## src/mem_stage_pkg.sv

```systemverilog
`default_nettype none

package mem_stage_pkg;

    // data memory geometry
    // word index is taken from address bits [DMEM_AW+1:2]
    localparam int DMEM_WORDS = 256;
    localparam int DMEM_AW = 8;

    // memory operation carried with every instruction from execute
    typedef enum logic [3:0] {
        OP_NONE = 4'd0,
        // loads, signed and unsigned
        OP_LB   = 4'd1,
        OP_LBU  = 4'd2,
        OP_LH   = 4'd3,
        OP_LHU  = 4'd4,
        OP_LW   = 4'd5,
        // stores
        OP_SB   = 4'd6,
        OP_SH   = 4'd7,
        OP_SW   = 4'd8
    } mem_op_e;

    // stage control FSM states
    typedef enum logic [1:0] {
        // waiting for an instruction, output register empty
        ST_IDLE    = 2'd0,
        // mem_req high, waiting for mem_ack
        ST_REQ     = 2'd1,
        // mem_req dropped, waiting for mem_ack to fall
        ST_RELEASE = 2'd2,
        // result held in the output register
        ST_OUT     = 2'd3
    } mem_state_e;

endpackage

`default_nettype wire

```

## src/mem_op_decode.sv

```systemverilog
`default_nettype none
`timescale 1ns/100ps

module mem_op_decode (
    input  mem_stage_pkg::mem_op_e op_i,
    input  logic [31:0]            addr_i,
    input  logic [31:0]            store_data_i,
    output logic                   is_mem_o,
    output logic                   is_store_o,
    output logic                   misalign_o,
    output logic [3:0]             wmask_o,
    output logic [31:0]            wdata_o
);

    logic is_byte;
    logic is_half;
    logic is_word;

    // access size classification
    assign is_byte = (op_i == mem_stage_pkg::OP_LB) || (op_i == mem_stage_pkg::OP_LBU) ||
                     (op_i == mem_stage_pkg::OP_SB);
    assign is_half = (op_i == mem_stage_pkg::OP_LH) || (op_i == mem_stage_pkg::OP_LHU) ||
                     (op_i == mem_stage_pkg::OP_SH);
    assign is_word = (op_i == mem_stage_pkg::OP_LW) || (op_i == mem_stage_pkg::OP_SW);

    assign is_mem_o = is_byte || is_half || is_word;
    assign is_store_o = (op_i == mem_stage_pkg::OP_SB) || (op_i == mem_stage_pkg::OP_SH) ||
                        (op_i == mem_stage_pkg::OP_SW);

    // halfwords need bit 0 clear, words need both low bits clear
    assign misalign_o = (is_half && addr_i[0]) || (is_word && (addr_i[1:0] != 2'b00));

    // lane mask and store data moved into the addressed lane
    always_comb begin
        wmask_o = 4'b0000;
        wdata_o = store_data_i;
        if (is_byte) begin
            case (addr_i[1:0])
                2'b00: wmask_o = 4'b0001;
                2'b01: wmask_o = 4'b0010;
                2'b10: wmask_o = 4'b0100;
                default: wmask_o = 4'b1000;
            endcase
            wdata_o = {24'h0, store_data_i[7:0]} << {addr_i[1:0], 3'b000};
        end else if (is_half) begin
            if (addr_i[1]) begin
                wmask_o = 4'b1100;
                wdata_o = {store_data_i[15:0], 16'h0};
            end else begin
                wmask_o = 4'b0011;
                wdata_o = {16'h0, store_data_i[15:0]};
            end
        end else if (is_word) begin
            wmask_o = 4'b1111;
        end
    end

endmodule

`default_nettype wire

```

## config.mk

```make
export PLATFORM = sky130hd
export DESIGN_NAME = mem_op_decode
export DESIGN_NICKNAME = d
export VERILOG_FILES = /design/src/mem_stage_pkg.sv /design/src/mem_op_decode.sv
export SDC_FILE = /design/constraint.sdc
export NUM_CORES = 1
export LEC_CHECK = 0
export ABC_CLOCK_PERIOD_IN_PS = 2600
export CAP_MARGIN = 20
export CORE_MARGIN = 2
export CORE_UTILIZATION = 50
export DETAILED_ROUTE_END_ITERATION = 10
export DONT_BUFFER_PORTS = 1
export MAX_ROUTING_LAYER = met4
export PLACE_DENSITY = 0.66
export SYNTH_ARGS = -nofsm -noshare
export SYNTH_HDL_FRONTEND = slang
export SYNTH_SLANG_ARGS = --single-unit
export TNS_END_PERCENT = 30
```

## constraint.sdc

```tcl
create_clock -name vclk -period 2.6
set_clock_uncertainty 0.15 [all_clocks]
set_input_delay 0.65 -clock vclk [all_inputs]
set_output_delay 0.65 -clock vclk [all_outputs]
set_load 0.01 [all_outputs]
```

==> results.json, run 1 <==
{
  "outcome": "completed",
  "vdd_ir_drop_max_uv": 61.3,
  "grt_pass1_vias": 764,
  "track_usage_pct": 23.9,
  "rsz0062_at_grt": "false",
  "gp_congestion": 0.760,
  "hp-class": "primary input to output pin",
  "clock.fmax_mhz": 400,
  "slew_headroom_pct": 68.9,
  "final_core_util_pct": 51.7,
  "detail_route.vias_per_cell": 7.13,
  "nClkBuffers": 0,
  "die_w_um": 43.2,
  "yosysSeqAreaShare_pct": 0,
  "cts_hold_buffers": 0,
  "area_delta_synth_final_pct": -0.816,
  "path_max_fanout": 12,
  "seq_cell_count": 0,
  "drc": 0,
  "crit_type": "primary input to output pin",
  "pin_count": 107,
  "grt_antenna_before_repair": 0,
  "wirelength_um": 2340,
  "die_h_um": 43.2,
  "portBuffers": 0,
  "initial_core_util_pct": 52.1,
  "yosysWarnings": 0,
  "multi_input_area_sq_um": 692,
  "drt_iter0_drc": 10,
  "power_mw": 0.145,
  "fin_crit_ns": 2.50,
  "fp.dieArea_sq_mm": 0.00186,
  "setup-violations-final": 0,
  "place_area_sq_um": 761,
  "start_kind": "primary input",
  "min_to": "misalign_o",
  "finalMaxSlewViolations": 0,
  "yosysUniqueCellTypes": 37,
  "rows": 14,
  "grt_pass1_wl_um": 3540,
  "drtAntennaViolNets": 0,
  "final_nets": 173,
  "ctsResizeCount": 0,
  "cp.arrival_ns": 1.70,
  "power.density_mw_per_mm2": 191,
  "routed-via-count": 848,
  "tns_ns": 0,
  "hold_depth": 1,
  "stdcell_area_sq_um": 761,
  "first_pass_iters": 4,
  "cp-startpoint": "op_i[2]",
  "synth.cell_area_sq_um": 767,
  "syn_inst": 108,
  "drv_cap": 0,
  "pre_cts_slack_ns": 0.109,
  "diodes": 0,
  "layout_setup_ws_ns": 0.102,
  "hold_viol_final": 0,
  "drive_gt1_share_pct": 13.6,
  "regArea_sq_um": 0,
  "grt_overflow": 0,
  "avgRoutedWirePerCell_um": 19.7,
  "syn_area_per_cell_sq_um": 7.10,
  "tightest_slew_ns": 0.465,
  "cp-end-kind": "output pin",
  "grt_max_degree": 17,
  "coreArea_sq_mm": 0.00147,
  "crit_required_ns": 1.80,
  "leakage_nw": 0.306,
  "fill_cells": 153,
  "cts_setup_buffers": 0,
  "syn_nets": 176,
  "fin_crit_sh_pct": 96.1,
  "hp-start": "op_i[1]",
  "hpwl_um": 1860
}
## placed cells by master, fill, tap and decap left out, types with 2 or more instances in the layout
master and count:
maj3_1 2, a22o_1 15, nor2_1 4, o211ai_1 8, a21oi_1 6, nand2b_1 4, nand2_1 13, and2b_1 4
buf_4 5, inv_1 2, nor3_1 2, o21ai_0 3, and2_1 2, a32oi_1 8, nor2b_1 6, o21ai_2 2
## metrics by stage
stage               hold WS [ns]  instances
floorplan                   1.28        108
global placement            1.24        119
detailed placement          1.25        119
CTS                         1.25        119
global route                1.25        119
finish                      1.24        119
## synth_stat cells
library cell	instances	area share (%)
a211oi_2	1	1.6
a21boi_1	1	0.98
a21oi_1	6	3.9
a21oi_4	1	2.1
a22o_1	15	17
a32o_1	1	1.3
a32oi_1	8	9.1
and2_1	2	1.6
and2b_1	4	3.9
buf_1	1	0.49
buf_2	3	2.0
buf_4	4	3.9
buf_6	1	1.5
clkbuf_1	1	0.49
inv_1	2	0.98
inv_2	1	0.49
maj3_1	2	2.6
mux2i_1	1	1.3
nand2_1	13	6.4
nand2_2	1	0.82
nand2b_1	4	3.3
nor2_1	4	2.0
nor2b_1	6	4.9
nor3_1	2	1.3
nor3b_1	1	0.98
nor3b_4	1	2.4
o211ai_1	8	7.8
o21ai_0	3	2.0
o21ai_2	2	2.3
o221ai_1	1	1.1
o31a_1	1	1.1
o31a_4	1	2.3
o32ai_1	1	1.1
or2b_1	1	0.98
or3b_4	1	1.5
xnor2_1	1	1.1
xor2_1	1	1.1
## cell families after synthesis
kind of cell | after synthesis | synth area share [%]
AND/OR/NAND/NOR | 40 | 30.0
AO/OA/AOI/OAI | 50 | 54.0
XOR/XNOR | 2 | 2.28
adder cells (fa/ha/maj) | 2 | 2.61
multiplexers | 1 | 1.31
buffers and inverters | 13 | 9.79
## how the worst max path moves through the flow
stage / to / slack, ns / depth (start not counted)
after floorplan: wdata_o[16] / 0.22 / 4
after global placement: wdata_o[10] / 0.11 / 4
after detailed placement: wdata_o[9] / 0.11 / 4
after CTS: wdata_o[9] / 0.11 / 4
after global routing: wdata_o[6] / 0.06 / 4
final: wdata_o[9] / 0.10 / 4
## power breakdown
group	internal [mW]	switching, mW	total, mW
clock network	0	0	0
logic	0.0573	0.0880	0.145
registers	0	0	0
## worst max-delay path, cell delays in order
cell	delay, ns
or3b_4	0.40
nand2_2	0.10
and2_1	0.28
a22o_1	0.26
## routing by layer
metal	GRT usage (%)	up-vias	wire [um]
li1	-	410	-
met1	28.1	396	908
met2	44.2	42	1220
met3	4.68	0	210
met4	0	0	0
met5	-	-	0
## layout make-up
class	count	area share, %
well taps	16	2.63
inverters	3	1.48
repair buffers	5	4.93
multi-input cells	95	91.0
Power figures use the tool's default switching activity.
==> run 2, diff against run 1 <==
- PLACE_DENSITY: 0.66 -> 0.75
==> run 2 against run 1 <==
Effect of this change:
- hold slack worse by 0.0034 ns
- die area stayed put
- sequential share of layout area stayed put
- count of clock-buffer cells in the layout stayed put
- critical endpoint is now wdata_o[8]
- largest cell class unchanged
- highest routed layer unchanged
==> results.json, run 2 (synthesis gave the netlist of run 1 again) <==
{
  "hp-start": "op_i[1]",
  "grt_overflow": 0,
  "clock.fmax_mhz": 400,
  "stdcell_area_sq_um": 761,
  "slowest_stage": "or3b_4",
  "crit_path_max_incr_delay_ns": 0.41,
  "gp_congestion": 0.846,
  "dp_cells": 119,
  "crit_required_ns": 1.80,
  "fin_crit_sh_pct": 96.1,
  "tns_ns": 0,
  "final_core_util_pct": 51.7,
  "initial_core_util_pct": 52.1,
  "fill_cells": 159,
  "setup-violations-final": 0,
  "final_nets": 173,
  "grt_pass1_wl_um": 3360,
  "layout_setup_ws_ns": 0.102,
  "path_cells": "or3b_4 -> nand2_2 -> and2_1 -> a22o_1",
  "cp.arrival_ns": 1.70,
  "nClkBuffers": 0,
  "drc": 0,
  "regArea_sq_um": 0,
  "coreArea_sq_mm": 0.00147,
  "start_kind": "primary input",
  "cts_hold_buffers": 0,
  "layout_common_cells": "15 x a22o_1, 13 x nand2_1, 8 x o211ai_1, 8 x a32oi_1",
  "rsz0062_at_grt": "false",
  "power.density_mw_per_mm2": 192,
  "path_max_fanout": 12,
  "fin_crit_ns": 2.50,
  "hold_depth": 1,
  "die_w_um": 43.2,
  "pre_cts_slack_ns": 0.0950,
  "grt_pass1_vias": 790,
  "cp-end-kind": "output pin",
  "drv_cap": 0,
  "hold_viol_final": 0,
  "drt_iter0_drc": 16,
  "outcome": "completed",
  "grt_antenna_before_repair": 0,
  "wirelength_um": 2310,
  "finalMaxSlewViolations": 0,
  "cp_top_family": "simple AND/OR/NAND/NOR gates",
  "portBuffers": 0,
  "pin_count": 107,
  "routed-via-count": 863,
  "track_usage_pct": 22.9,
  "final_cells": 119,
  "crit_type": "primary input to output pin",
  "fp.dieArea_sq_mm": 0.00186,
  "slew_headroom_pct": 71.1,
  "first_pass_iters": 4,
  "grt_max_degree": 17,
  "drive_gt1_share_pct": 13.6,
  "drtAntennaViolNets": 0,
  "hp-class": "primary input to output pin",
  "hpwl_um": 1760,
  "detail_route.vias_per_cell": 7.25,
  "final_common_cell": "a22o_1",
  "critPathBufInv": 0,
  "ctsResizeCount": 0,
  "place_area_sq_um": 761,
  "vdd_ir_drop_max_uv": 83.5,
  "area_delta_synth_final_pct": -0.816,
  "tightest_slew_ns": 0.433,
  "cts_setup_buffers": 0,
  "die_h_um": 43.2,
  "avgRoutedWirePerCell_um": 19.4,
  "min_to": "misalign_o",
  "leakage_nw": 0.306,
  "rows": 14,
  "seq_cell_count": 0,
  "diodes": 0
}
## run 2: cell counts in the layout (fill, tap and decap cells not counted)
No cell type changed its count.
## run 2: power by group
group | switching [mW] | internal, mW | leakage (nW) | total (mW)
Combinational | 0.0885 | 0.0577 | 0.306 | 0.146
Clock | 0 | 0 | 0 | 0
Sequential | 0 | 0 | 0 | 0
## run 2: worst max path at each step
stage	startpoint	end	slack (ns)	cells past startpoint
3_3_place_gp	op_i[2]	wdata_o[12]	0.11	4
6_report	op_i[2]	wdata_o[8]	0.10	4
2_1_floorplan	op_i[0]	wdata_o[16]	0.22	4
4_1_cts	op_i[2]	wdata_o[12]	0.1	4
5_1_grt	op_i[2]	wdata_o[12]	0.07	4
3_5_place_dp	op_i[2]	wdata_o[12]	0.1	4
## run 2: layout make-up
class / count / area (sq um) / area share [%]
multi-input cells: 95 / 692 / 91.0
inverters: 3 / 11.3 / 1.48
repair buffers: 5 / 37.5 / 4.93
well taps: 16 / 20.0 / 2.63
## run 2: through the flow
step,power [mW],hold WS (ns)
4_1_cts,0.147,1.24
3_5_place_dp,0.147,1.24
6_report,0.146,1.24
2_1_floorplan,0.138,1.28
3_3_place_gp,0.144,1.24
5_1_grt,0.158,1.25
## run 2: layer usage
layer / part of all wire, % / wire length (um) / track usage, %
met5: 0 / 0 / -
met4: 0 / 0 / 7.88
met1: 39 / 895 / 26.9
met3: 10 / 230 / 2.13
met2: 51 / 1180 / 40.0
