**src/mem_stage_pkg.sv**
```systemverilog
`default_nettype none

package mem_stage_pkg;

    // data memory geometry
    // word index is taken from address bits [DMEM_AW+1:2]
    localparam int DMEM_WORDS = 256;
    localparam int DMEM_AW = 8;

    // memory operation carried with every instruction from execute
    typedef enum logic [3:0] {
        OP_NONE = 4'd0,
        // loads, signed and unsigned
        OP_LB   = 4'd1,
        OP_LBU  = 4'd2,
        OP_LH   = 4'd3,
        OP_LHU  = 4'd4,
        OP_LW   = 4'd5,
        // stores
        OP_SB   = 4'd6,
        OP_SH   = 4'd7,
        OP_SW   = 4'd8
    } mem_op_e;

    // stage control FSM states
    typedef enum logic [1:0] {
        // waiting for an instruction, output register empty
        ST_IDLE    = 2'd0,
        // mem_req high, waiting for mem_ack
        ST_REQ     = 2'd1,
        // mem_req dropped, waiting for mem_ack to fall
        ST_RELEASE = 2'd2,
        // result held in the output register
        ST_OUT     = 2'd3
    } mem_state_e;

endpackage

`default_nettype wire

```
**src/mem_access_ctrl.sv**
```systemverilog
`default_nettype none
`timescale 1ns/100ps

module mem_access_ctrl (
    input  logic        clk,
    input  logic        rst_n_i,
    // upstream handshake
    input  logic        in_valid_i,
    output logic        in_ready_o,
    // decode results
    input  logic        is_mem_i,
    input  logic        is_store_i,
    input  logic        misalign_i,
    input  logic [4:0]  wreg_idx_i,
    input  logic        wreg_en_i,
    input  logic        flush_i,
    // four-phase memory handshake
    output logic        mem_req_o,
    output logic        mem_we_o,
    input  logic        mem_ack_i,
    // aligned load data or alu result
    input  logic [31:0] result_i,
    // downstream handshake and payload
    output logic        wb_valid_o,
    input  logic        wb_ready_i,
    output logic [31:0] wb_data_o,
    output logic [4:0]  wb_reg_o,
    output logic        wb_we_o,
    output logic        wb_excp_o
);

    mem_stage_pkg::mem_state_e state_q;
    mem_stage_pkg::mem_state_e state_d;
    logic direct;
    logic hs_done;
    logic load_out;

    // no memory cycle for these, the result is ready at once
    assign direct = !is_mem_i || misalign_i;

    // ack has fallen after the release, handshake complete
    assign hs_done = (state_q == mem_stage_pkg::ST_RELEASE) && !mem_ack_i;

    // memory items are accepted only when their handshake ends
    assign in_ready_o = ((state_q == mem_stage_pkg::ST_IDLE) && in_valid_i && direct) ||
                        hs_done;

    always_comb begin
        state_d = state_q;
        case (state_q)
            mem_stage_pkg::ST_IDLE: begin
                if (in_valid_i) begin
                    if (!direct) begin
                        state_d = mem_stage_pkg::ST_REQ;
                    end else if (!flush_i) begin
                        state_d = mem_stage_pkg::ST_OUT;
                    end
                end
            end
            mem_stage_pkg::ST_REQ: begin
                if (mem_ack_i) begin
                    state_d = mem_stage_pkg::ST_RELEASE;
                end
            end
            mem_stage_pkg::ST_RELEASE: begin
                // a result finishing during flush is dropped
                if (!mem_ack_i) begin
                    state_d = flush_i ? mem_stage_pkg::ST_IDLE : mem_stage_pkg::ST_OUT;
                end
            end
            default: begin
                if (wb_ready_i || flush_i) begin
                    state_d = mem_stage_pkg::ST_IDLE;
                end
            end
        endcase
    end

    always_ff @(posedge clk or negedge rst_n_i) begin
        if (!rst_n_i) begin
            state_q <= mem_stage_pkg::ST_IDLE;
        end else begin
            state_q <= state_d;
        end
    end

    assign mem_req_o = (state_q == mem_stage_pkg::ST_REQ);
    assign mem_we_o = mem_req_o && is_store_i;

    // rdata is only valid with ack, so memory results are taken there
    assign load_out = ((state_q == mem_stage_pkg::ST_IDLE) && in_valid_i && direct) ||
                      (mem_req_o && mem_ack_i);

    always_ff @(posedge clk) begin
        if (load_out) begin
            wb_data_o <= result_i;
            wb_reg_o <= wreg_idx_i;
            wb_we_o <= wreg_en_i && !misalign_i;
            wb_excp_o <= misalign_i;
        end
    end

    assign wb_valid_o = (state_q == mem_stage_pkg::ST_OUT);

endmodule

`default_nettype wire

```
**config.mk**
```make
export PLATFORM = sky130hd
export DESIGN_NAME = mem_access_ctrl
export DESIGN_NICKNAME = d
export VERILOG_FILES = /design/src/mem_stage_pkg.sv /design/src/mem_access_ctrl.sv
export SDC_FILE = /design/constraint.sdc
export NUM_CORES = 1
export LEC_CHECK = 0
export ABC_AREA = 1
export BUFFER_PORTS_ARGS = -buffer_cell sky130_fd_sc_hd__buf_4
export CORE_MARGIN = 4
export CORE_UTILIZATION = 42
export DETAILED_ROUTE_END_ITERATION = 10
export PLACE_DENSITY = 0.79
export SYNTH_ARGS = -nofsm -noshare
export SYNTH_HDL_FRONTEND = slang
export SYNTH_SLANG_ARGS = --single-unit
```
**constraint.sdc**
```tcl
create_clock -name clk -period 3.3 [get_ports clk]
set_clock_uncertainty 0.2 [all_clocks]
set_input_delay 0.66 -clock clk [delete_from_list [all_inputs] [get_ports clk]]
set_output_delay 0.66 -clock clk [all_outputs]
set_load 0.05 [all_outputs]
```
==> run_results.csv, run 1 <==
group,metric,value,unit
sta,tns,0,ns
critical_path,critPathSlowestCell,"dfrtp_1",
sta,max_slew_margin,0.685,
finish,n_fill_cell,247,
finish,drive_gt1_frac,0.546,
critical_path,crit_type,"reg2out",
synth,synth_warnings,0,
power,powerDensity,889,nW/um^2
finish,seq_area,1220,um^2
cts,htreeDepth,2,
critical_path,reg2reg_depth,7,
detailed_routing,drc,0,
synth,synth_compound_area_frac,0.0103,
cts,clk_pin_slew_worst_paths,0.11,ns
synth,yosysSeqAreaShare,0.836,
detailed_routing,drtIter0Drc,46,
sta,hold_viol_final,0,
cts,cts-buffers-inserted,5,
cts,cts.sinks,41,
sta,worst_pin_slew,0.473,ns
floorplan,io_pins,90,
detailed_routing,vias_per_cell,4.52,
floorplan,dieArea,4490,um^2
finish,diodes,0,
worst_hold_path,hp-class,"in2reg",
detailed_routing,drt_wl_total,3240,um
power,irDropWorstVdd,0.000687,V
grt,antenna_found_initial,0,
finish,nNetsFinal,234,
critical_path,critPathCaptureType,"output pin",
floorplan,rows,21,
cts,clock_path_buffers,2,
sta,maxSlewViolCount,0,
critical_path,reg2reg_setup_slack,1.26,ns
detailed_routing,wl_per_cell,14.2,um
floorplan,die-height,67.0,um
critical_path,crit_chain,"inv_1, ha_1, nand2_1, inv_1, nand2_1, nand2_1, buf_4",
synth,synth-adder-area-share,0.0428,
power,power_leakage,1.03,nW
grt,track_usage,0.145,
floorplan,core-area,3340,um^2
detailed_routing,vias,1036,
critical_path,r2r-start,"state_q[0]",
run_status,status,"finished clean",
finish,area_growth,54.3,%
cts,cts_tree,"yes",
power,power,2.00,mW
critical_path,required,2.44,ns
critical_path,cp_max_fo,5,
place,dpl_cell_area,2190,um^2
sta,rsz0062_at_grt,"no",
critical_path,cp.arrival,1.60,ns
cts,cts_hold_buf,1,
critical_path,cpMostUsedCell,"nand2_1",
synth,ys_seq_elements,41,
grt,gr-total-overflow,0,
place,dp.final_hpwl,2600,um
sta,holdWs,0.299,ns
floorplan,start_util,0.438,
cts,clk_latency,0.32,ns
synth,syn_nets,136,
synth,synthSimpleGateAreaFrac,0.0882,
place,port_buffers,89,
detailed_routing,drtAntennaViolNets,0,
sta,period_share,0.744,
synth,synth_area,1460,um^2
critical_path,r2r-end,"wb_data_o[19]",
synth,synth.distinct_cells,12,
critical_path,critPathMaxStageDelay,0.44,ns
synth,synth_cells,84,
place,gp_routability_congestion,0.686,
synth,post_synth.cell_area_avg,17.4,um^2
cts,postCtsSetupBuffers,0,
grt,grt_pass1_vias,994,
grt,grt_pass1_wl,4580,um
sta,fmax,407,MHz
flow_run,drv_cap,0,
worst_hold_path,hold_start,"result_i[9]",
worst_hold_path,min_to,"wb_data_o[9]",
floorplan,die_w,67.0,um
detailed_routing,first_pass_iters,4,
synth,synth_top_family_by_area,"simple AND/OR/NAND/NOR gates",
cts,root_buffer,"clkbuf_4",
finish,design_area,2250,um^2
synth,synth.area.mux_share,0,
synth,synth-xor-area-share,0,
worst_hold_path,hold_depth,1,
cts,cts-resized-gates,0,
sta,setup_viol,0,
finish,multiInputGateArea,206,um^2
grt,grt_start_max_net_pins,40,
critical_path,worstSetupStartpointType,"flip-flop",
sta,period_minus_slack,2.46,ns
worst max-delay path by stage:
stage	startpoint	end	depth (start not counted)
5_1_grt	state_q[1]	in_ready_o	7
6_report	state_q[0]	in_ready_o	7
3_3_place_gp	misalign_i	in_ready_o	8
2_1_floorplan	state_q[1]	wb_data_o[0]	4
3_5_place_dp	misalign_i	in_ready_o	8
4_1_cts	state_q[0]	in_ready_o	7
power breakdown:
part	internal, mW	switching [mW]	total [mW]	leakage, nW
logic	0.277	0.713	0.990	0.608
registers	0.747	0.0452	0.792	0.391
clock network	0.0772	0.145	0.222	0.0300
total	1.10	0.902	2.00	1.03
flip-flops by register name (all words and copies together) (netlist names):
| name | flops |
|---|---|
| wb_data_o | 32 |
| wb_reg_o | 5 |
| state_q | 2 |
| wb_excp_o | 1 |
| wb_we_o | 1 |
cell families after synthesis:
family	count (synthesis)
AO/OA/AOI/OAI	3
adder cells (fa/ha/maj)	5
flip-flops	41
AND/OR/NAND/NOR	26
buffers and inverters	9
cells in the final DEF, fill, tap and decap left out:
cell and instances:
nor2_1 4, nand3_4 1, nand3_1 2, nor2_4 1, dlygate4sd3_1 1, a21oi_1 3, edfxtp_1 39, ha_1 5
dfrtp_1 2, inv_1 9, clkinv_2 1, clkinv_1 2, clkbuf_4 5, and2_4 1, buf_4 90, nand2_2 1
nand2_1 16
worst max-delay path: cells and delay by family (launching register included):
family                   cells  cell delay (ns)
flip-flops                   1             0.44
AND/OR/NAND/NOR              3             0.24
adder cells (fa/ha/maj)      1             0.23
buffers and inverters        3             0.37
stage by stage:
step | std cells | utilization | setup WS, ns
2_1_floorplan | 84 | - | 0.743
5_1_grt | 229 | 0.676 | 0.678
6_report | 229 | 0.676 | 0.845
3_3_place_gp | 220 | 0.658 | 1.17
4_1_cts | 229 | 0.676 | 0.828
3_5_place_dp | 220 | 0.658 | 1.12
layout make-up:
| class | count | area share |
|---|---|---|
| multi-input cells | 34 | 0.0916 |
| flip-flops and latches | 41 | 0.542 |
| repair buffers | 91 | 0.304 |
| clock buffers | 5 | 0.0166 |
| well taps | 46 | 0.0255 |
| clock inverters | 3 | 0.00555 |
| inverters | 9 | 0.0150 |
routing by layer:
layer,GRT usage,routed length [um],vias to the layer above,part of all wire
met5,0,0,-,0
met4,0.0380,32,0,0.0099
met3,0.0691,423,6,0.13
met2,0.265,1650,74,0.51
met1,0.147,1140,469,0.35
li1,-,-,487,-
Yosys cell counts, drive strengths merged:
master	count	area share
nor2	5	0.018
dfrtp	2	0.034
and2	1	0.0060
edfxtp	39	0.80
nand2	17	0.045
inv	9	0.023
ha	5	0.043
a21oi	3	0.010
nand3	3	0.019
Note: power is estimated with default switching activity, not from simulation.
==> inputs of run 2 (changes only) <==
==> constraint.sdc (replaced) <==
create_clock -name clk -period 2.51 [get_ports clk]
set_clock_uncertainty 0.2 [all_clocks]
set_input_delay 0.502 -clock clk [delete_from_list [all_inputs] [get_ports clk]]
set_output_delay 0.502 -clock clk [all_outputs]
set_load 0.05 [all_outputs]
==> run_results.csv, run 2 (synthesis gave the netlist of run 1 again) <==
group,metric,value,unit
critical_path,required,1.81,ns
detailed_routing,drc,0,
cts,clock_path_buffers,2,
cts,cts.sinks,41,
sta,rsz0062_at_grt,"no",
cts,cts-buffers-inserted,5,
finish,largest_register_ffs,32,
floorplan,dieArea,4490,um^2
critical_path,startpoint,"state_q[1]",
cts,clk_pin_slew_worst_paths,0.12,ns
critical_path,reg2reg_depth,7,
grt,antenna_found_initial,0,
sta,fin_ws,0.175,ns
sta,holdWs,0.126,ns
finish,nNetsFinal,234,
critical_path,r2r-start,"state_q[1]",
critical_path,cp_num_buf_inv,3,
sta,max_slew_margin,0.730,
cts,clk_latency,0.34,ns
detailed_routing,drtIter0Drc,46,
power,irDropWorstVdd,0.000556,V
detailed_routing,first_pass_iters,4,
floorplan,die_w,67.0,um
critical_path,r2r-end,"wb_data_o[26]",
sta,tns,0,ns
floorplan,start_util,0.438,
power,clkPwrFrac,0.145,
grt,track_usage,0.158,
grt,grt_start_max_net_pins,25,
sta,hold_viol_final,0,
sta,worst_pin_slew,0.403,ns
finish,layout_commonest_cell,"buf_4",
power,power_frac_seq,0.377,
critical_path,crit_type,"reg2out",
detailed_routing,vias,1023,
place,dp.final_hpwl,2800,um
critical_path,crit_end,"in_ready_o",
grt,grt_pass1_wl,5030,um
floorplan,io_pins,90,
floorplan,die-height,67.0,um
grt,grt_pass1_vias,1040,
power,power,2.77,mW
power,power_frac_comb,0.478,
finish,largestRegisters,"wb_data_o: 32 flops, wb_reg_o: 5 flops, state_q: 2 flops",
critical_path,critPathMaxStageDelay,0.45,ns
power,p_switching,1.21,mW
critical_path,critPathCaptureType,"output pin",
place,port_buffers,89,
detailed_routing,vias_per_cell,4.49,
power,power.internal,1.56,mW
critical_path,critPathSlowestCell,"dfrtp_1",
critical_path,cp_top_family,"flip-flops",
finish,mostFrequentLayoutCells,"89 x buf_4, 39 x edfxtp_1, 15 x nand2_1, 9 x inv_1",
floorplan,rows,21,
power,power_leakage,1.04,nW
detailed_routing,drtAntennaViolNets,0,
critical_path,crit_chain,"inv_1, ha_1, nand2_1, inv_1, nand2_1, nand2_1, buf_4",
power,powerDensity,1210,nW/um^2
sta,period_minus_slack,2.33,ns
critical_path,cp.arrival,1.63,ns
critical_path,cp_num_cells,7,
finish,area_growth,56.8,%
sta,setup_viol,0,
grt,gr-total-overflow,0,
detailed_routing,wl_per_cell,15.2,um
cts,root_buffer,"clkbuf_4",
finish,diodes,0,
run_status,status,"finished clean",
sta,period_share,0.930,
critical_path,cpMostUsedCell,"nand2_1",
floorplan,core-area,3340,um^2
detailed_routing,drt_wl_total,3470,um
power,switching_share,0.436,
sta,maxSlewViolCount,0,
critical_path,reg2reg_setup_slack,0.43,ns
finish,drive_gt1_frac,0.560,
place,gp_routability_congestion,0.759,
finish,top_register,"wb_data_o",
sta,fmax,428,MHz
place,dp_slack,0.444,ns
critical_path,cp_max_fo,5,
cts,cts_tree,"yes",
worst_hold_path,hp-class,"in2reg",
cts,htreeDepth,2,
flow_run,drv_cap,0,
critical_path,worstSetupStartpointType,"flip-flop",
-- run 2: worst min-delay path by stage --
| stage | from | to | slack [ns] | cells past startpoint |
|---|---|---|---|---|
| 2_1_floorplan | rst_n_i | state_q[0] | 0.006 | 0 |
| 3_3_place_gp | rst_n_i | state_q[0] | 0.09 | 1 |
| 3_5_place_dp | rst_n_i | state_q[0] | 0.09 | 1 |
| 4_1_cts | result_i[24] | wb_data_o[24] | 0.10 | 1 |
| 5_1_grt | result_i[12] | wb_data_o[12] | 0.09 | 1 |
| 6_report | result_i[24] | wb_data_o[24] | 0.13 | 1 |
-- run 2: metrics by stage --
stage | area (um^2) | std cells | util
floorplan | 1460 | 84 | -
global placement | 2210 | 220 | 0.662
detailed placement | 2210 | 220 | 0.662
CTS | 2290 | 228 | 0.687
global route | 2290 | 228 | 0.687
finish | 2290 | 228 | 0.687
-- run 2: area by class of cell --
| class | count | area, um^2 |
|---|---|---|
| repair buffers | 91 | 698 |
| well taps | 46 | 57.6 |
| multi-input cells | 34 | 209 |
| inverters | 9 | 33.8 |
| clock inverters | 2 | 35.0 |
| fillers | 237 | 1040 |
| flip-flops and latches | 41 | 1220 |
| clock buffers | 5 | 37.5 |
-- run 2: power groups by stage --
stage | clock, mW | sequential, mW | combinational, mW
2_1_floorplan | 0 | 1.59 | 0.366
3_3_place_gp | 0 | 1.05 | 1.31
3_5_place_dp | 0 | 1.07 | 1.33
4_1_cts | 0.417 | 1.05 | 1.33
5_1_grt | 0.448 | 1.06 | 1.41
6_report | 0.401 | 1.05 | 1.33
-- run 2: what timing repair did --
item	in CTS	in global routing
hold endpoints to repair	2	0
hold buffers	1	0
resized for setup	0	0
setup buffers	0	0
-- run 2: layer usage --
| metal | GRT usage | part of all wire | vias to the layer above |
|---|---|---|---|
| met1 | 0.186 | 0.40 | 464 |
| li1 | - | - | 484 |
| met3 | 0.0742 | 0.13 | 3 |
| met4 | 0.0380 | 0.0089 | 0 |
| met2 | 0.260 | 0.46 | 72 |
| met5 | 0 | 0 | - |
