<file path="config.mk">
export PLATFORM = sky130hd
export DESIGN_NAME = load_align
export DESIGN_NICKNAME = d
export VERILOG_FILES = /design/src/mem_stage_pkg.sv /design/src/load_align.sv
export SDC_FILE = /design/constraint.sdc
export NUM_CORES = 1
export LEC_CHECK = 0
export BUFFER_PORTS_ARGS = -buffer_cell sky130_fd_sc_hd__clkbuf_2
export CAP_MARGIN = 25
export CORE_MARGIN = 2
export CORE_UTILIZATION = 37
export DETAILED_ROUTE_END_ITERATION = 6
export GPL_TIMING_DRIVEN = 0
export MAX_ROUTING_LAYER = met4
export PLACE_DENSITY = 0.86
export SLEW_MARGIN = 0
export SYNTH_ARGS = -nofsm -noshare
export SYNTH_HDL_FRONTEND = slang
export SYNTH_SLANG_ARGS = --single-unit
</file>
<file path="constraint.sdc">
create_clock -name vclk -period 1.7
set_clock_uncertainty 0.1 [all_clocks]
set_input_delay 0.085 -clock vclk [all_inputs]
set_output_delay 0.085 -clock vclk [all_outputs]
set_load 0.02 [all_outputs]
</file>
<file path="src/mem_stage_pkg.sv">
`default_nettype none

package mem_stage_pkg;

    // data memory geometry
    // word index is taken from address bits [DMEM_AW+1:2]
    localparam int DMEM_WORDS = 256;
    localparam int DMEM_AW = 8;

    // memory operation carried with every instruction from execute
    typedef enum logic [3:0] {
        OP_NONE = 4'd0,
        // loads, signed and unsigned
        OP_LB   = 4'd1,
        OP_LBU  = 4'd2,
        OP_LH   = 4'd3,
        OP_LHU  = 4'd4,
        OP_LW   = 4'd5,
        // stores
        OP_SB   = 4'd6,
        OP_SH   = 4'd7,
        OP_SW   = 4'd8
    } mem_op_e;

    // stage control FSM states
    typedef enum logic [1:0] {
        // waiting for an instruction, output register empty
        ST_IDLE    = 2'd0,
        // mem_req high, waiting for mem_ack
        ST_REQ     = 2'd1,
        // mem_req dropped, waiting for mem_ack to fall
        ST_RELEASE = 2'd2,
        // result held in the output register
        ST_OUT     = 2'd3
    } mem_state_e;

endpackage

`default_nettype wire

</file>
<file path="src/load_align.sv">
`default_nettype none
`timescale 1ns/100ps

module load_align (
    input  mem_stage_pkg::mem_op_e op_i,
    input  logic [1:0]             addr_lo_i,
    input  logic [31:0]            rdata_i,
    input  logic [31:0]            alu_result_i,
    output logic [31:0]            result_o
);

    logic [7:0]  byte_sel;
    logic [15:0] half_sel;

    // addressed byte and halfword of the read word
    always_comb begin
        case (addr_lo_i)
            2'b00: byte_sel = rdata_i[7:0];
            2'b01: byte_sel = rdata_i[15:8];
            2'b10: byte_sel = rdata_i[23:16];
            default: byte_sel = rdata_i[31:24];
        endcase
    end

    assign half_sel = addr_lo_i[1] ? rdata_i[31:16] : rdata_i[15:0];

    always_comb begin
        case (op_i)
            mem_stage_pkg::OP_LB:  result_o = {{24{byte_sel[7]}}, byte_sel};
            mem_stage_pkg::OP_LBU: result_o = {24'h0, byte_sel};
            mem_stage_pkg::OP_LH:  result_o = {{16{half_sel[15]}}, half_sel};
            mem_stage_pkg::OP_LHU: result_o = {16'h0, half_sel};
            mem_stage_pkg::OP_LW:  result_o = rdata_i;
            // stores and non-memory ops pass the alu value on
            default: result_o = alu_result_i;
        endcase
    end

endmodule

`default_nettype wire

</file>
==> flow_summary.toml, run 1 <==
[global_routing]
overflow = 0
grt_pass1_vias = 1412
grt_antenna_before_repair = 0
grt_max_degree = 11
grt_usage_pct = 25.2
grt_pass1_wl_mm = 6.38

[sta]
holdWs_ns = 0.408
setup_viol = 2
fmax_ghz = 0.585
hold_viol = 0
layout_min_cycle_time_ns = 1.71
rsz0062_at_grt = "true"
slew_headroom_pct = 75.7
drv_slew = 0
tightest_slew_ns = 0.364
finalCritPeriodShare_pct = 100
setup_slack_ns = -0.00801

[detailed_routing]
wl_mm = 4.54
drt-initial-drc-count = 141
route.detailed.drc = 0
avgRoutedWirePerCell_um = 16.2
vias = 1628
vias_per_cell = 5.79
detail-route-antenna-nets = 0
dr.pass1.iters = 4

[worst_setup_path]
crit_required_ns = 1.51
critical_path.startpoint_type = "primary input"
cpLargestDelayFamily = "compound AO/OA/AOI/OAI gates"
critPathKind = "primary input to output pin"
worstPathMaxFanout = 6
cp_common_cell = "buf_6"
crit_arrival_ns = 1.52
cp_num_buf_inv = 4
crit_path_cell_trace = "buf_2, buf_6, o21bai_1, a21o_1, a221oi_4, buf_6, a221o_1, clkbuf_2"
endpoint_kind = "output pin"
slowest_delay_ns = 0.34
cpMaxStageDelayCell = "a221o_1"

[power]
p_int_uw = 311
power_density_nw_per_um2 = 358
ir_drop_mv = 0.245
p_seq_share_pct = 0
p_comb_share_pct = 100.0
cellLeakagePower_nw = 0.910
p_switching_uw = 348
sw_frac_of_total_pct = 52.8
clock_power_share_pct = 0

[synth]
synth_cells = 136
synth.distinct_cells = 35
ys_seq_area_share_pct = 0
synth_nets = 206
avgSynthCellArea_um2 = 7.22
yosys_warnings = 0
syn_area_um2 = 982

[die]
fp.dieW_um = 55.5
pin_count = 102
die_area_um2 = 3080
fp.coreArea_um2 = 2500
initial_core_util_pct = 39.3
die_h_um = 55.5
rows = 18

[clock_network]
postCtsHoldBufs = 0

[place]
dpl-instance-area_um2 = 1530
portBuffers = 101
routabilityCongestion = 0.848
hpwlAfterDp_mm = 3.19

[cells_and_area]
ff_latch_area_um2 = 0
num-fill-cells = 208
drive_gt1_share_pct = 60.2
nClkBuffers = 0
nets = 323
final_util_pct = 73.7
postLayoutCellArea_um2 = 1840
n_sequential_cell = 0
num_antenna_cells = 0
area_growth_pct = 87.6

[status]
failed_checks = "negative setup slack"
run_status = "complete, but fails checks"

[run]
maxCapViolations = 0

[worst_hold_path]
hp-class = "primary input to output pin"
[power groups by stage]
stage	Sequential, mW	Clock (mW)	Combinational [mW]
floorplan	0	0	0.331
global placement	0	0	0.532
detailed placement	0	0	0.538
CTS	0	0	0.577
global route	0	0	0.698
finish	0	0	0.659
[stage by stage]
stage | TNS (ns) | std cells | power [mW] | worst slack, ns
finish | -0.0110 | 281 | 0.659 | -0.00801
global route | -0.537 | 281 | 0.698 | -0.0631
CTS | -0.0487 | 272 | 0.577 | -0.0128
detailed placement | -2.67 | 267 | 0.538 | -0.167
global placement | -2.58 | 267 | 0.532 | -0.169
floorplan | 0 | 136 | 0.331 | 0.169
[placed cells by master (no fill, tap or decap), types with 2 or more instances in the layout]
cell and n:
clkbuf_2 79, buf_4 18, nor2_1 17, nand2_1 17, a21oi_2 12, mux2i_1 11, buf_2 11, a22o_1 9
a221o_1 8, o22a_1 8, o2bb2ai_1 7, buf_6 6, a21oi_4 4, nand2b_1 4, clkbuf_4 3, a21oi_1 3
clkbuf_8 3, nor2b_1 2, nand2_2 2, o22ai_1 2, buf_12 2
[worst paths after layout]
path	end	slack, ns	depth (start not counted)	startpoint
worst max-delay path	result_o[2]	-0.008	8	op_i[1]
worst min-delay path	result_o[18]	0.41	4	alu_result_i[18]
[synth_stat cells (all sizes together)]
library cell | number | share of area, %
or2 | 1 | 0.64
nor3b | 1 | 0.76
clkbuf | 1 | 0.38
nor2b | 2 | 1.3
o2bb2ai | 7 | 6.2
a21oi | 19 | 14
nor3 | 1 | 0.51
o22a | 8 | 7.1
o211a | 1 | 1.0
nand4bb | 1 | 1.1
nand2b | 4 | 2.5
a221oi | 1 | 2.7
mux2i | 11 | 11
o21bai | 1 | 0.76
o21a | 2 | 1.5
buf | 8 | 5.9
o21ai | 1 | 0.51
a22o | 9 | 8.0
nand3 | 1 | 0.51
a221o | 8 | 8.2
or3b | 2 | 1.8
nand3b | 2 | 1.9
o32a | 1 | 1.0
xor2 | 1 | 0.89
nor2 | 18 | 7.1
a31oi | 1 | 2.2
nand2 | 19 | 7.3
a21o | 1 | 0.76
and2 | 1 | 0.64
o22ai | 2 | 1.3
[layout make-up]
cell class	instances	area, um^2	area share [%]
timing repair buffer	115	709	38.5
buffer	9	87.6	4.75
multi-input combinational	127	1010	54.7
tap	30	37.5	2.04
[cells by family (layout without fill, tap and decap cells)]
kind of cell | after synthesis | after routing | synth area share, %
and+or+nand+nor | 53 | 53 | 26.1
AOI/OAI and AO/OA | 62 | 62 | 55.5
xor gates and xnor gates | 1 | 1 | 0.892
muxes | 11 | 11 | 11.2
buffers and inverters | 9 | 124 | 6.24
[what timing repair did]
| action | 4_1_cts | 5_1_grt |
|---|---|---|
| cloned | 0 | 2 |
| setup buffers | 5 | 7 |
| pin swaps | 2 | 9 |
| endpoints found under the setup margin | 24 | 32 |
| resized for setup | 15 | 52 |
[per-layer routing]
layer  GRT usage (%)  part of all wire (%)  up-vias
met2            44.0                    50      104
met4            4.88                   1.5        0
li1                -                     -      762
met3            2.58                   8.7        8
met5               -                     0        -
met1            31.5                    40      754
Note: power is estimated with default switching activity, not from simulation.
==> inputs of run 2 (changes only) <==
SETUP_SLACK_MARGIN = 0.4   (was not set)
==> run 2 against run 1 <==
  * The run still ends with negative setup slack left
  * Total power grew 28%
  * Combinational power grew 28%
  * Clock-buffer cell count is the same
  * Final cell count grew 1.4%
  * Wire length grew 26%
  * Non-clock buffer count grew 4
  * Critical path depth is the same
  * First-iteration DRC count shrank 42%
  * Utilization grew 15 points
  * Highest routed layer unchanged
==> flow_summary.toml, run 2 (synthesized netlist as in run 1, its figures left out) <==
[clock_network]
postCtsHoldBufs = 0

[worst_setup_path]
crit_arrival_ns = 1.57
critPathKind = "primary input to output pin"
cp-startpoint = "op_i[2]"
critical_path.startpoint_type = "primary input"
crit_required_ns = 1.51
endpoint_kind = "output pin"
worstPathMaxFanout = 6

[status]
run_status = "complete, but fails checks"
failed_checks = "negative setup slack"

[power]
ir_drop_mv = 0.357
cellLeakagePower_nw = 1.01
power_density_nw_per_um2 = 383

[detailed_routing]
avgRoutedWirePerCell_um = 20.0
wl_mm = 5.71
dr.pass1.iters = 4
route.detailed.drc = 0
vias_per_cell = 6.13
vias = 1748
detail-route-antenna-nets = 0
m1WireLength_mm = 2.07
wl_met3_um = 432
wl_met2_mm = 3.02
highest_layer = "met4"
drt-initial-drc-count = 82

[global_routing]
grt_usage_pct = 29.0
grt_antenna_before_repair = 0
grt_pass1_vias = 1682
grt_max_degree = 11
overflow = 0
grt_pass1_wl_mm = 7.32

[place]
routabilityCongestion = 0.784
portBuffers = 101
pre_cts_ws_ns = -0.103
hpwlAfterDp_mm = 3.21
placedCellCount = 267

[cells_and_area]
nClkBuffers = 0
drive_gt1_share_pct = 67.1
final_util_pct = 88.2
ff_latch_area_um2 = 0
final_cell_mix = "clkbuf_2, buf_6, buf_4, nor2_1, nand2_1"
num_antenna_cells = 0
mostFrequentLayoutCell = "clkbuf_2"
nets = 327
area_growth_pct = 125
stdcell_count = 285
n_sequential_cell = 0

[sta]
fmax_ghz = 0.571
finalCritPeriodShare_pct = 103
setup_viol = 14
tightest_slew_ns = 0.367
slew_headroom_pct = 75.5
holdWs_ns = 0.395
tns_ns = -0.401
drv_slew = 0
hold_viol = 0
setup_slack_ns = -0.0505
layout_min_cycle_time_ns = 1.75
rsz0062_at_grt = "true"

[die]
die_h_um = 55.5
initial_core_util_pct = 39.3
pin_count = 102
fp.dieW_um = 55.5
fp.coreArea_um2 = 2500
die_area_um2 = 3080
rows = 18

[worst_hold_path]
min_from = "alu_result_i[9]"
hp-class = "primary input to output pin"

[run]
maxCapViolations = 0
-- run 2: changes by cell type in the layout (fill, tap and decap cells not counted), moves of 2 or more --
cell,previous run,this run
clkbuf_2,79,66
buf_4,18,21
buf_6,6,21
buf_2,11,3
a21oi_1,3,0
a21oi_4,4,15
mux2i_1,11,9
o22a_1,8,0
clkbuf_8,3,1
buf_8,1,14
clkbuf_4,3,0
a21oi_2,12,4
o22a_2,0,8
-- run 2: layout make-up --
cell class,count,area (um^2)
Timing Repair Buffer,119,917
Fill cell,120,294
Multi-Input combinational cell,127,1160
Tap cell,30,37.5
Buffer,9,93.8
-- run 2: per-stage QoR --
| stage | power [mW] | area [um^2] |
|---|---|---|
| 2_1_floorplan | 0.374 | 1110 |
| 3_5_place_dp | 0.582 | 1650 |
| 6_report | 0.845 | 2210 |
| 4_1_cts | 0.687 | 1910 |
| 3_3_place_gp | 0.578 | 1650 |
| 5_1_grt | 0.879 | 2210 |
-- run 2: routing by layer --
| metal | vias up | GRT usage (%) |
|---|---|---|
| met5 | - | - |
| li1 | 772 | - |
| met1 | 840 | 31.7 |
| met2 | 115 | 56.0 |
| met3 | 21 | 3.04 |
| met4 | 0 | 5.92 |
-- run 2: timing repair --
action,4_1_cts,5_1_grt
buffers inserted,8,8
gates cloned,1,1
endpoints found under the setup margin,32,32
gates resized for setup,43,91
pin swaps,2,24
-- run 2: path summary, 6_finish.rpt --
path	end	depth (start not counted)
setup / recovery	result_o[29]	8
hold / removal	result_o[9]	3
-- run 2: worst max-delay path, stage by stage --
cell and delay (ns):
buf_8 0.10, buf_8 0.11, or2_4 0.25, a221o_1 0.34, o211a_4 0.23, buf_12 0.16, a21oi_4 0.15, buf_8 0.13
-- run 2: power by group --
group | internal, mW | switching (mW)
sequential | 0 | 0
clock | 0 | 0
combinational | 0.432 | 0.413
==> inputs of run 3 (changes only) <==
SLEW_MARGIN = not set   (was 0)
TNS_END_PERCENT = 30   (was not set)
==> run 3 against run 2 <==
  * The run now ends clean
  * Cell area down 8.5%
  * Largest cell class unchanged
  * Clock-buffer cell count unchanged
  * Critical path depth is the same
  * Sequential cell count did not move
  * Fmax increased by 3.1%
  * Global-route usage decreased by 1.3 points
  * Total power is 9.4% lower
  * Non-clock buffer count decreased by 10
  * Sequential share of layout area unchanged
  * First-iteration DRC count shrank 24%
  * Setup slack better by 0.052 ns
==> flow_summary.toml, run 3 (synthesized netlist as in run 1, its figures left out) <==
[status]
run_status = "complete, no violations"

[detailed_routing]
vias = 1613
dr.pass1.iters = 4
drt-initial-drc-count = 62
avgRoutedWirePerCell_um = 18.0
wl_met2_mm = 2.51
m1WireLength_mm = 1.87
vias_per_cell = 5.87
detail-route-antenna-nets = 0
wl_mm = 4.96
highest_layer = "met4"
wl_met3_um = 424
route.detailed.drc = 0

[die]
die_h_um = 55.5
pin_count = 102
initial_core_util_pct = 39.3
fp.coreArea_um2 = 2500
fp.dieW_um = 55.5
rows = 18
die_area_um2 = 3080

[power]
ir_drop_mv = 0.360
power_uw = 766
cellLeakagePower_nw = 0.934
power_density_nw_per_um2 = 380

[worst_setup_path]
critical_path.startpoint_type = "primary input"
worstPathMaxFanout = 5
crit_required_ns = 1.51
critPathKind = "primary input to output pin"
endpoint_kind = "output pin"
crit_arrival_ns = 1.51

[global_routing]
grt_pass1_vias = 1561
overflow = 0
grt_antenna_before_repair = 0
grt_pass1_wl_mm = 6.95
grt_max_degree = 11
grt_usage_pct = 27.7

[sta]
slew_headroom_pct = 75.3
layout_min_cycle_time_ns = 1.70
hold_viol = 0
fmax_ghz = 0.589
holdWs_ns = 0.385
finalCritPeriodShare_pct = 99.9
tightest_slew_ns = 0.370
setup_slack_ns = 0.00150
setup_viol = 0
rsz0062_at_grt = "true"
tns_ns = 0
drv_slew = 0

[cells_and_area]
n_sequential_cell = 0
multiInputGateArea_um2 = 1090
drive_gt1_share_pct = 64.1
num_antenna_cells = 0
mostFrequentLayoutCell = "clkbuf_2"
nets = 317
num-fill-cells = 159
area_growth_pct = 105
nClkBuffers = 0
ff_latch_area_um2 = 0
postLayoutCellArea_um2 = 2020
final_cell_mix = "clkbuf_2, nand2_1, buf_6, nor2_1, a21oi_4"
stdcell_count = 275
final_util_pct = 80.7

[place]
routabilityCongestion = 0.803
placedCellCount = 267
pre_cts_ws_ns = -0.108
dpl-instance-area_um2 = 1640
portBuffers = 101
hpwlAfterDp_mm = 3.25

[run]
maxCapViolations = 0

[worst_hold_path]
hp-class = "primary input to output pin"

[clock_network]
postCtsHoldBufs = 0
[run 3: where the power goes]
group          internal, mW  switching, mW  leakage (nW)
clock network             0              0             0
logic                 0.383          0.383         0.934
registers                 0              0             0
total                 0.383          0.383         0.934
[run 3: final timing paths]
kind,from,endpoint,cells after the start
min,alu_result_i[14],result_o[14],3
max,op_i[2],result_o[30],8
[run 3: routing by layer]
| metal | vias to the layer above | global-route usage [%] |
|---|---|---|
| met1 | 745 | 33.6 |
| met2 | 101 | 50.3 |
| met3 | 14 | 1.87 |
| li1 | 753 | - |
| met4 | 0 | 5.23 |
| met5 | - | - |
[run 3: area by class of cell]
class / count / share of cell area, %
plain buffers: 9 / 4.65
repair buffers: 109 / 39.2
well taps: 30 / 1.86
multi-input cells: 127 / 54.2
[run 3: what timing repair did]
item                                    CTS  global route
buffers inserted                          5             2
pin swaps                                 4            25
gates cloned                              1             0
endpoints found under the setup margin   32            32
resized for setup                        37            68
[run 3: worst max-delay path, cell delays in order]
cell	delay, ns
buf_8	0.10
buf_8	0.12
or2_4	0.24
a221o_1	0.31
o211a_4	0.21
buf_12	0.16
a21oi_4	0.15
buf_8	0.14
